===== src/common/boardPkg.sv =====
package boardPkg;

	localparam int H_TOTAL   = 64;
	localparam int H_VISIBLE = 32;
	localparam int V_TOTAL   = 40;
	localparam int V_VISIBLE = 32;
	localparam int TILE_COLS = 4;

	localparam logic [11:0] CHAR_BASE  = 12'h000;
	localparam logic [11:0] FONT_BASE  = 12'h100;
	localparam logic [11:0] PAL_BASE   = 12'h200;
	localparam logic [11:0] INPUT_BASE = 12'h300;
	localparam logic [11:0] CTRL_BASE  = 12'h380;

	typedef struct packed {
		logic [5:0] hCount;
		logic [5:0] vCount;
		logic       hBlank;
		logic       vBlank;
	} rasterT;

	typedef struct packed {
		logic        psel;
		logic        penable;
		logic        pwrite;
		logic [11:0] paddr;
		logic [7:0]  pwdata;
	} apbReqT;

	typedef struct packed {
		logic [7:0] prdata;
		logic       pready;
	} apbRspT;

	typedef struct packed {
		logic       write;
		logic [7:0] addr;	// Offset inside the region
		logic [7:0] data;
	} cpuBusT;

	// Active low
	typedef struct packed {
		logic start;
		logic coin;
		logic shot2;
		logic shot1;
		logic up;
		logic down;
		logic left;
		logic right;
	} playerT;

	typedef struct packed {
		logic [5:0] index;
		logic       blank;
	} palIdxT;

	typedef struct packed {
		logic [3:0] r;
		logic [3:0] g;
		logic [3:0] b;
	} rgbT;

	typedef struct packed {
		rgbT  rgb;
		logic blank;
	} videoT;

	typedef enum logic [2:0] {
		REG_CHAR,
		REG_FONT,
		REG_PAL,
		REG_INPUT,
		REG_CTRL,
		REG_NONE
	} regionT;

	typedef enum logic {
		BUS_IDLE,
		BUS_WAIT
	} busStateT;

endpackage

===== src/design/videoTiming.sv =====
`timescale 1ns/1ns

module videoTiming (
	input  logic            G6M,
	input  logic            reset,
	output boardPkg::rasterT raster
);

	import boardPkg::*;

	logic [5:0] hNext;
	logic [5:0] vNext;
	logic       lineEnd;

	assign lineEnd = (raster.hCount == 6'(H_TOTAL - 1));

	always_comb begin
		if (lineEnd) begin
			hNext = '0;
			if (raster.vCount == 6'(V_TOTAL - 1))
				vNext = '0;	// Frame wrap
			else
				vNext = raster.vCount + 6'd1;
		end else begin
			hNext = raster.hCount + 6'd1;
			vNext = raster.vCount;
		end
	end

	// Blanking follows the counter value it is registered with
	always_ff @(posedge G6M) begin
		if (reset) begin
			raster <= '0;
		end else begin
			raster.hCount <= hNext;
			raster.vCount <= vNext;
			raster.hBlank <= (hNext >= 6'(H_VISIBLE));
			raster.vBlank <= (vNext >= 6'(V_VISIBLE));
		end
	end

	assertCounterRange: assert property (
		@(posedge G6M) disable iff (reset)
		(int'(raster.hCount) < H_TOTAL) && (int'(raster.vCount) < V_TOTAL)
	) else $error("Raster counter out of range");

endmodule


===== config.mk =====
export PLATFORM = sky130hd
export DESIGN_NAME = videoTiming
export DESIGN_NICKNAME = d
export VERILOG_FILES = /design/src/common/boardPkg.sv /design/src/design/videoTiming.sv
export SDC_FILE = /design/constraint.sdc
export NUM_CORES = 1
export LEC_CHECK = 0
export BUFFER_PORTS_ARGS = -buffer_cell sky130_fd_sc_hd__clkbuf_2
export CORE_AREA = 2 2 39 41
export CTS_CLUSTER_SIZE = 25
export DETAILED_ROUTE_END_ITERATION = 7
export DIE_AREA = 0 0 41 43
export GPL_ROUTABILITY_DRIVEN = 1
export PLACE_DENSITY = 0.67
export SETUP_SLACK_MARGIN = 0.5
export SYNTH_ARGS = -nofsm -noshare
export SYNTH_HDL_FRONTEND = slang
export SYNTH_SLANG_ARGS = --single-unit

===== constraint.sdc =====
create_clock -name G6M -period 4.2 [get_ports G6M]
set_clock_uncertainty 0.05 [all_clocks]
set_input_delay 0.42 -clock G6M [delete_from_list [all_inputs] [get_ports G6M]]
set_output_delay 0.42 -clock G6M [all_outputs]
set_load 0.02 [all_outputs]

# After elaboration in Yosys (flattened, before gate mapping)
# Cells that the tools add are included.
# word_totals
regBits,14
latchBits,0
ram_bits,0
rom_bits,0
input_bits,2
output_inout_bits,14
word_cells,13
n_memories,0
# op_classes
addsub,2
n_mul,0
div_mod_pow,0
n_lt_le_gt_ge,2
eq_ne,2
shifts,0
muxes,3
bitwise,0
n_reduce_logical,0
# op_table
cell,count
6-bit 2-to-1 mux,3
"6-bit by 1-bit adder with 6-bit output, second input constant",2
"6-bit equality test, second input constant",2
"6-bit greater-or-equal comparator, second input constant",2

# Depth between registers and ports, before layout
# logic_depth
word_depth,4
depth_mapped,6
ltp_nobuf,5

# Least setup slack after synthesis
# OpenSTA, ideal clock, no wires.
# synth_path
kind,register to register
start,reg raster[8] (netlist name)
end,reg raster[0] (netlist name)
setup_time_ns,0.074
arrival_ns,1.598
required_time_ns,4.076
slack_ns,2.478
stages_incl_launch_ff,7
path_buffers,1
period_less_slack_ns,1.722
cell_sequence,dfxtp_1 -> ha_1 -> and4_1 -> buf_4 -> nand2_2 -> or4_4 -> o21ai_0
# synth_via
elab_chain_cells,3
# synth_rtl
item,line,source
"start, declared",videoTiming.sv:6,output boardPkg::rasterT raster
6-bit equality test,videoTiming.sv:15,assign lineEnd = (raster.hCount == 6'(H_TOTAL - 1));
6-bit 2-to-1 mux,videoTiming.sv:18,if (lineEnd) begin
6-bit greater-or-equal comparator,videoTiming.sv:38,raster.vBlank <= (vNext >= 6'(V_VISIBLE));
# No other way between the ends.
# A chain may end at the register's enable or synchronous reset.

# Worst setup path in the final report
# Same ends and word-level chain as after synthesis.

==> impl_metrics.ini <==
[place]
port_buffers = 15
dpl.hpwl_microns = 759
place_congestion = 0.757

[layout]
fillers = 142
drive_gt1_share_pct = 26.3
top_regs = raster (13)
nets = 81
largest_reg_flops = 13
area_delta_synth_final_pct = 17.0
regMostFlops = raster
multi_input_area_sq_um = 269
utilization_pct = 47.3
antennaDiodeCount = 0
ff_latch_area_sq_um = 260

[sta]
fmax_ghz = 0.576
tightest_slew_ns = 0.358
finalHoldViolCount = 0
setup_viol_count_final = 0
post-route-period-util_pct = 41.4
report.final.slew_viol_count = 0
slew_headroom_pct = 76.1
period_minus_slack_ns = 1.74
rsz0062_at_grt = no
setup_tns_ns = 0

[critical_path]
required_ns = 4.35
cp.arrival_ns = 1.89
startpoint_type = flop
cp_max_fo = 8
path_delay_family = simple AND/OR/NAND/NOR gates
cpMaxStageDelayCell = or4_4
crit_chain = ha_1, and4_1, nand2_2, or4_4, o21ai_0
crit_type = flop to flop
crit_path_end_kind = flop
slowest_delay_ns = 0.49
path_buf_inv = 0

[clock_network]
cts_buffers = 3
clk_latency_ns = 0.28
path_clk_slew_ns = 0.08
htree_levels = 1
cts_buffer_depth = 2
ctsHoldBuffers = 0
cts_resized = 0
root_buffer = clkbuf_4
cts_sinks = 13
cts_tree = yes
post_cts_buffers = 0

[logic_synthesis]
ys_top_cells_by_area = dfxtp_1 (47%), nand3_1 (6.3%), xor2_1 (6.3%), nor2_1 (4.7%), ha_1 (4.5%)
syn_inst = 61
synth_area_sq_um = 559
synthArstFlopShare_pct = 0
ys_seq_area_share_pct = 46.5
synth_edf_count = 0
syn_nets = 65
postSynthAreaPerCell_sq_um = 9.17
ys_ff_latch = 13
synth_flop_cell = dfxtp_1
yosysWarnings = 0
yosysTopAreaCellShare_pct = 46.5
synth_largest_area_cell = dfxtp_1
yosysUniqueCellTypes = 25

[hold_path]
hold_class = input port to flop

[route]
wl_per_cell_microns = 11.2
finalWirelength_mm = 1.03
drc = 0
antenna_left = 0
vias = 482
drtIter0Drc = 12
routed_via_density = 5.24
firstDrtPassIters = 4

[die]
dieHeight_microns = 43
dieWidth_microns = 41
die_area_sq_um = 1760
coreArea_sq_um = 1380
initial_core_util_pct = 40.4
num_rows = 14
ios = 16

[power]
peakVddDrop_uv = 221
power_density_nw_per_um2 = 333
swShare_pct = 23.1
p_int_mw = 0.167
clock_power_share_pct = 35.3
seq_power_share_pct = 58.7
switchingPower_mw = 0.0504
p_comb_share_pct = 6.0
p_leak_nw = 0.286

[flow_run]
maxCapViolations = 0

[global_route]
grt_antenna_before_repair = 0
grt_pass1_wl_mm = 1.70
grt_usage_pct = 14.5
grt_overflow = 0
grt_max_degree = 13
grt_pass1_vias = 407

[status]
outcome = finished clean
per-stage QoR:
step | total power [mW] | std cells | setup slack [ns] | instance area (sq um) | hold slack [ns]
after floorplan | 0.140 | 61 | 2.48 | 559 | 0.468
after global placement | 0.144 | 88 | 2.54 | 628 | 0.392
after detailed placement | 0.144 | 88 | 2.49 | 628 | 0.403
after CTS | 0.221 | 92 | 2.46 | 654 | 0.392
after global routing | 0.230 | 92 | 2.39 | 654 | 0.417
final | 0.218 | 92 | 2.46 | 654 | 0.398
cell usage after synthesis (2+ instances only):
| cell | instances |
|---|---|
| nor2_1 | 7 |
| dfxtp_1 | 13 |
| and3_1 | 2 |
| nand2_1 | 3 |
| buf_4 | 3 |
| a21oi_1 | 2 |
| xor2_1 | 4 |
| ha_1 | 2 |
| o21ai_0 | 3 |
| nand3_1 | 7 |
power groups by stage:
stage / registers (mW) / clock network [mW] / logic (mW)
final: 0.128 / 0.0768 / 0.0131
after global routing: 0.128 / 0.0867 / 0.0146
after CTS: 0.128 / 0.0793 / 0.0134
after detailed placement: 0.131 / 0 / 0.0133
after global placement: 0.131 / 0 / 0.0134
after floorplan: 0.134 / 0 / 0.00628
worst paths after layout:
kind	slack, ns	from	depth (start not counted)	endpoint
max	2.46	raster[8]	5	raster[0]
max reg2reg	2.46	raster[8]	5	raster[0]
min reg2reg	0.41	raster[8]	1	raster[8]
min	0.40	reset	2	raster[3]
area by class of cell:
class | instances | area share (%)
clock buffer | 4 | 4.02
inverter | 1 | 0.574
multi-input combinational | 43 | 41.1
timing repair buffer | 15 | 11.5
tap | 16 | 3.06
sequential | 13 | 39.8
cells in the final DEF, fill, tap and decap left out:
cell type   n
nand3_1     7
mux2i_1     1
a21boi_1    1
a41oi_1     1
xnor2_1     1
dfxtp_1    13
and3_1      2
a31oi_1     1
o21ai_0     3
nand4_1     1
nor2b_1     1
ha_1        2
clkbuf_2   15
nor2_1      7
or3_1       1
clkbuf_1    1
nand2_2     1
or4_4       1
xor2_1      4
o21ai_1     1
inv_1       1
and4_1      1
a21oi_1     2
a21o_1      1
nand2_1     3
clkbuf_4    3
metal layers:
metal	global-route usage (%)	vias to the layer above	part of all wire [%]
met2	21.6	19	43
met5	0	-	0
met3	3.14	7	6.8
met4	10.0	0	4.1
li1	-	244	-
met1	17.6	212	46
cell families (layout without fill, tap and decap cells):
group / after synthesis / after routing / share of synthesized area (%)
flip-flops: 13 / 13 / 46.5
adder cells (fa/ha/maj): 2 / 2 / 4.47
AND/OR/NAND/NOR: 25 / 25 / 23.3
buffers and inverters: 5 / 20 / 5.37
multiplexers: 1 / 1 / 1.79
AO/OA/AOI/OAI: 10 / 10 / 10.7
XOR/XNOR: 5 / 5 / 7.83
Power figures use the tool's default switching activity.
