--- src/common/boardPkg.sv ---
package boardPkg;

	localparam int H_TOTAL   = 64;
	localparam int H_VISIBLE = 32;
	localparam int V_TOTAL   = 40;
	localparam int V_VISIBLE = 32;
	localparam int TILE_COLS = 4;

	localparam logic [11:0] CHAR_BASE  = 12'h000;
	localparam logic [11:0] FONT_BASE  = 12'h100;
	localparam logic [11:0] PAL_BASE   = 12'h200;
	localparam logic [11:0] INPUT_BASE = 12'h300;
	localparam logic [11:0] CTRL_BASE  = 12'h380;

	typedef struct packed {
		logic [5:0] hCount;
		logic [5:0] vCount;
		logic       hBlank;
		logic       vBlank;
	} rasterT;

	typedef struct packed {
		logic        psel;
		logic        penable;
		logic        pwrite;
		logic [11:0] paddr;
		logic [7:0]  pwdata;
	} apbReqT;

	typedef struct packed {
		logic [7:0] prdata;
		logic       pready;
	} apbRspT;

	typedef struct packed {
		logic       write;
		logic [7:0] addr;	// Offset inside the region
		logic [7:0] data;
	} cpuBusT;

	// Active low
	typedef struct packed {
		logic start;
		logic coin;
		logic shot2;
		logic shot1;
		logic up;
		logic down;
		logic left;
		logic right;
	} playerT;

	typedef struct packed {
		logic [5:0] index;
		logic       blank;
	} palIdxT;

	typedef struct packed {
		logic [3:0] r;
		logic [3:0] g;
		logic [3:0] b;
	} rgbT;

	typedef struct packed {
		rgbT  rgb;
		logic blank;
	} videoT;

	typedef enum logic [2:0] {
		REG_CHAR,
		REG_FONT,
		REG_PAL,
		REG_INPUT,
		REG_CTRL,
		REG_NONE
	} regionT;

	typedef enum logic {
		BUS_IDLE,
		BUS_WAIT
	} busStateT;

endpackage
--- src/design/busDecode.sv ---
`timescale 1ns/1ns

module busDecode (
	input  logic             G6M,
	input  logic             reset,
	input  boardPkg::apbReqT apbReq,
	output boardPkg::apbRspT apbRsp,
	input  boardPkg::rasterT raster,
	input  boardPkg::playerT player1,
	input  boardPkg::playerT player2,
	input  logic [7:0]       dipA,
	input  logic [7:0]       dipB,
	output boardPkg::cpuBusT cpuBus,
	output logic             charSel,
	output logic             fontSel,
	output logic             palSel,
	input  logic [7:0]       charRdData,
	input  logic [7:0]       palRdData,
	input  logic             charReady,
	output logic             flip,
	output logic             irq
);

	import boardPkg::*;

	busStateT        state;
	regionT          region;
	logic            accessPhase;
	logic            done;
	logic [3:0][7:0] inMeta;
	logic [3:0][7:0] inSync;
	logic [7:0]      rdData;
	logic            vBlankDly;

	always_comb begin
		if (apbReq.paddr[11:4] == CHAR_BASE[11:4])
			region = REG_CHAR;
		else if (apbReq.paddr[11:8] == FONT_BASE[11:8])
			region = REG_FONT;
		else if (apbReq.paddr[11:7] == PAL_BASE[11:7])
			region = REG_PAL;
		else if (apbReq.paddr[11:2] == INPUT_BASE[11:2])
			region = REG_INPUT;
		else if (apbReq.paddr[11:1] == CTRL_BASE[11:1])
			region = REG_CTRL;
		else
			region = REG_NONE;
	end

	assign accessPhase = (state == BUS_WAIT) && apbReq.psel && apbReq.penable;
	assign done        = accessPhase && ((region != REG_CHAR) || charReady);

	assign charSel = apbReq.psel && (region == REG_CHAR);
	assign fontSel = apbReq.psel && (region == REG_FONT);
	assign palSel  = apbReq.psel && (region == REG_PAL);

	assign cpuBus.write = apbReq.pwrite && done;	// Write strobe on the final edge
	assign cpuBus.addr  = apbReq.paddr[7:0];
	assign cpuBus.data  = apbReq.pwdata;

	always_comb begin
		case (region)
			REG_CHAR, REG_FONT: rdData = charRdData;
			REG_PAL:            rdData = palRdData;
			REG_INPUT:          rdData = inSync[apbReq.paddr[1:0]];
			REG_CTRL:           rdData = {7'd0, apbReq.paddr[0] ? irq : flip};
			default:            rdData = 8'hff;
		endcase
		apbRsp.prdata = rdData;
		apbRsp.pready = done;
	end

	always_ff @(posedge G6M) begin
		if (reset) begin
			state <= BUS_IDLE;
		end else begin
			case (state)
				BUS_IDLE: if (apbReq.psel && !apbReq.penable) state <= BUS_WAIT;
				BUS_WAIT: if (done) state <= BUS_IDLE;
				default:  state <= BUS_IDLE;
			endcase
		end
	end

	// Two-flop synchronisers for the board inputs
	always_ff @(posedge G6M) begin
		inMeta <= {dipB, dipA, player2, player1};
		inSync <= inMeta;
	end

	always_ff @(posedge G6M) begin
		if (reset) begin
			flip      <= 1'b0;
			irq       <= 1'b0;
			vBlankDly <= 1'b0;
		end else begin
			vBlankDly <= raster.vBlank;
			if (done && apbReq.pwrite && (region == REG_CTRL) && !apbReq.paddr[0])
				flip <= apbReq.pwdata[0];
			if (raster.vBlank && !vBlankDly && !raster.hBlank)
				irq <= 1'b1;	// First line of vertical blank
			else if (done && apbReq.pwrite && (region == REG_CTRL) && apbReq.paddr[0])
				irq <= 1'b0;
		end
	end

	assertHoldRequest: assert property (
		@(posedge G6M) disable iff (reset)
		(apbReq.psel && apbReq.penable && !apbRsp.pready) |=> $stable(apbReq)
	) else $error("APB request changed during wait state");

endmodule

--- config.mk ---
export PLATFORM = sky130hd
export DESIGN_NAME = busDecode
export DESIGN_NICKNAME = d
export VERILOG_FILES = /design/src/common/boardPkg.sv /design/src/design/busDecode.sv
export SDC_FILE = /design/constraint.sdc
export NUM_CORES = 1
export LEC_CHECK = 0
export BUFFER_PORTS_ARGS = -buffer_cell sky130_fd_sc_hd__buf_2
export CORE_UTILIZATION = 30
export DETAILED_ROUTE_END_ITERATION = 12
export HOLD_SLACK_MARGIN = 0.08
export PLACE_DENSITY = 0.66
export SLEW_MARGIN = 25
export SYNTH_ARGS = -nofsm -noshare
export SYNTH_HDL_FRONTEND = slang
export SYNTH_SLANG_ARGS = --single-unit
--- constraint.sdc ---
create_clock -name G6M -period 2.5 [get_ports G6M]
set_input_delay 0.125 -clock G6M [delete_from_list [all_inputs] [get_ports G6M]]
set_output_delay 0.125 -clock G6M [all_outputs]
set_load 0.01 [all_outputs]
# Word-level counts from Yosys, hierarchy flattened
# Index checks and enable logic that the tools add are counted.
# word_totals
input_bits	88
out_inout_bits	31
regBits	68
# op_classes
n_mux	14
magnitude_cmp	1
bitwise	1
eq_ne	8
reduce_logical	23
# ops
cell	count
$pmux 8 s4	1
$bmux 8 s2	1
$logic_and 1x1->1	13
$mux 3	4
$eq 11x9->1 const B	1
$eq 10x8->1 const B	1
$logic_not 8->1	1
$mux 8	1
$eq 3x2->1 const B	2
$mux 1	6
$eq 5x3->1 const B	1
$eq 4x1->1 const B	1
$logic_not 1->1	4
$eq 3x1->1 const B	1
$eq 3x3->1 const B	1
$logic_not 3->1	1
$lt 2x3->1 const B	1
$reduce_bool 3->1	1
$pmux 1 s2	1
$reduce_bool 2->1	1
$reduce_or 2->1	1
$logic_or 1x1->1	1
$not 1->1	1

# Longest topological paths before layout
# logic_depth
word_depth	14
depth_mapped	5
ltp_nobuf	4

# Worst setup path after synthesis
# Ideal clock, no wire load.
# synth_timing
kind	input -> output
startpoint	in apbReq[8] (netlist bit)
endpoint	out apbRsp[2] (netlist bit)
arrival_ns	1.362
required_ns	2.375
cell_stages	4
path_slack_ns	1.013
cell_sequence	buf_2 -> mux4_2 -> a222oi_1 -> o21ai_0
# synth_lines
item	line_no	source
start: declaration	busDecode.sv:6	input boardPkg::apbReqT apbReq,
end: declaration	busDecode.sv:7	output boardPkg::apbRspT apbRsp,

==> impl_metrics.yaml <==
setup_path:
  slowest_stage: "mux4_2"
  path_cells: "mux4_2 > a222oi_1 > o21ai_0 > buf_2"
  reg2reg_from: "state"
  crit_path_start: "inSync[21]"
  required_ns: 2.38
  path_delay_family: "compound AO/OA/AOI/OAI gates"
  crit_buf_inv: 1
  worstSetupStartpointType: "register"
  reg2reg_depth: 3
  crit_end: "apbRsp[6]"
  cp_max_fo: 1
  path_class: "reg -> out"
  arrival_ns: 1.74
  end_kind: "primary output"
  path_depth: 4
  cpPeakStageDelay_ns: 0.46
  rrSetupSlack_ns: 1.50
  rr_endpoint: "flip"
drt:
  vias: 1627
  totalWireLength_mm: 4.97
  first_pass_iters: 4
  wl_per_cell_um: 13.1
  drcViolationCount: 0
  drt-initial-drc-count: 52
  met1_length_mm: 1.99
  antenna_left: 0
  wl_met2_mm: 2.58
  top_layer: "met4"
  dr_wl_met3_um: 314
  via_per_inst: 4.29
power:
  power.density_nw_per_um2: 698
  irDropWorstVdd_uv: 572
  finalPower_mw: 2.16
  p_leak_nw: 1.35
global_route:
  grt_pass1_wl_mm: 7.63
  grt_pass1_vias: 1592
  track_usage_pct: 14.6
  antenna_found_initial: 0
  grt_max_degree: 15
  grt.overflow.total: 0
cells_and_area:
  final_cell_mix: "buf_2 (92), dfxtp_1 (68), dlygate4sd3_1 (36)"
  diodes: 0
  final_core_util_pct: 45.7
  drive_gt1_share_pct: 43.5
  layout_commonest_cell: "buf_2"
  fin_area_um2: 3100
  stdcell_count: 379
  fillCellCount: 639
  area_delta_synth_final_pct: 47.3
  nets: 366
cts:
  cts_buffer_depth: 2
  cts_buffers: 9
  cts_tree: "built"
  clk_latency_ns: 0.34
  cts.sinks: 68
  cts-hold-fix-buffers: 36
  root_buffer: "clkbuf_8"
  htree_levels: 3
  cts.reportedPaths.clkPinSlew_ns: 0.08
  cts_setup_buffers: 0
  cts.repair.resized: 0
synthesis:
  ys_seq_elements: 68
  syn_area_um2: 2110
  synthFlopType: "dfxtp_1"
  yosysSeqAreaShare_pct: 64.6
  netlist-cell-type-count: 31
  syn_area_per_cell_um2: 13.3
  async_flop_share_pct: 0
  syn_inst: 158
  yosysWarnings: 0
  syn_nets: 246
  synth_edf_count: 0
placement:
  portBuffers: 92
  pre_cts_slack_ns: 0.675
  hpwl_mm: 3.38
  place_congestion: 0.782
  place_area_um2: 2560
  dp_cells: 327
floorplan:
  coreArea_um2: 6790
  pin_count: 119
  die_w_um: 85.8
  initial_core_util_pct: 31.0
  dieArea_um2: 7360
  row_count: 30
  die_y_um: 85.8
timing:
  fin_setup_tns_ns: 0
  drv_slew: 0
  maxSlewHeadroom_pct: 60.4
  period_needed_ns: 1.87
  setup_ws_ns: 0.634
  finalCritPeriodShare_pct: 74.6
  hold_viol: 0
  holdWs_ns: 0.124
  worst_slew_pin_slew_ns: 0.590
  setup_violations: 0
  rsz0062_at_grt: "false"
  timing.fmax_mhz: 536
  finClkSkew_ns: 0.00316
run:
  max-cap-violations: 0
status:
  status: "complete, no violations"
min_path:
  hp-class: "in -> reg"
## synth_stat cells, drive strengths merged, types with 2 or more instances
master / number / area [µm²]
o211ai: 2 / 15.0
mux2i: 3 / 30.0
o41ai: 2 / 36.3
nor3: 4 / 20.0
nand2: 3 / 11.3
a222oi: 7 / 70.1
o21ai: 8 / 40.0
mux4: 8 / 180
nor2b: 3 / 18.8
nor4: 2 / 12.5
dfxtp: 68 / 1360
nand2b: 2 / 12.5
nand4: 2 / 12.5
buf: 18 / 133
and3: 3 / 20.0
a21oi: 3 / 15.0
clkbuf: 3 / 11.3
nor2: 7 / 26.3
## registers in the layout, summed over array words and instances (netlist names)
| register | count |
|---|---|
| flip | 1 |
| inMeta | 32 |
| inSync | 32 |
| irq | 1 |
| state | 1 |
| vBlankDly | 1 |
## layout make-up
| type | instances | area (µm²) | share of cell area [%] |
|---|---|---|---|
| sequential | 68 | 1360 | 43.9 |
| tap | 96 | 120 | 3.87 |
| clock buffer | 9 | 124 | 3.99 |
| timing repair buffer | 130 | 836 | 26.9 |
| multi-input combinational | 68 | 597 | 19.2 |
| inverter | 1 | 3.75 | 0.121 |
| clock inverter | 7 | 60.1 | 1.94 |
## report_power, final
group          internal [mW]  switching, mW
clock                  0.374          0.440
sequential              1.14         0.0136
combinational          0.119         0.0771
## tightest hold or removal path: stages
cell	delay (ns)
buf_2	0.10
nor2b_1	0.05
a21oi_1	0.11
nor2_1	0.04
## worst min path at each step
stage | depth (start not counted) | endpoint | slack (ns) | start
after global routing | 4 | state | 0.13 | apbReq[21]
after CTS | 4 | state | 0.10 | apbReq[21]
after global placement | 1 | inMeta[23] | 0.23 | dipA[7]
final | 4 | state | 0.12 | apbReq[21]
after floorplan | 0 | inMeta[0] | 0.15 | player1[0]
after detailed placement | 1 | inMeta[23] | 0.23 | dipA[7]
## cells by family after synthesis
logic type | count (synthesis) | synth area share (%)
flip-flops | 68 | 64.6
AND/OR/NAND/NOR | 33 | 9.15
AO/OA/AOI/OAI | 24 | 9.21
buffers and inverters | 22 | 7.01
multiplexers | 11 | 9.98
## routing by layer
| metal | vias to the layer above | global-route usage [%] |
|---|---|---|
| li1 | 805 | - |
| met1 | 748 | 14.8 |
| met2 | 65 | 26.2 |
| met3 | 9 | 5.97 |
| met4 | 0 | 6.97 |
| met5 | - | 0 |
Note: power is estimated with default switching activity, not from simulation.
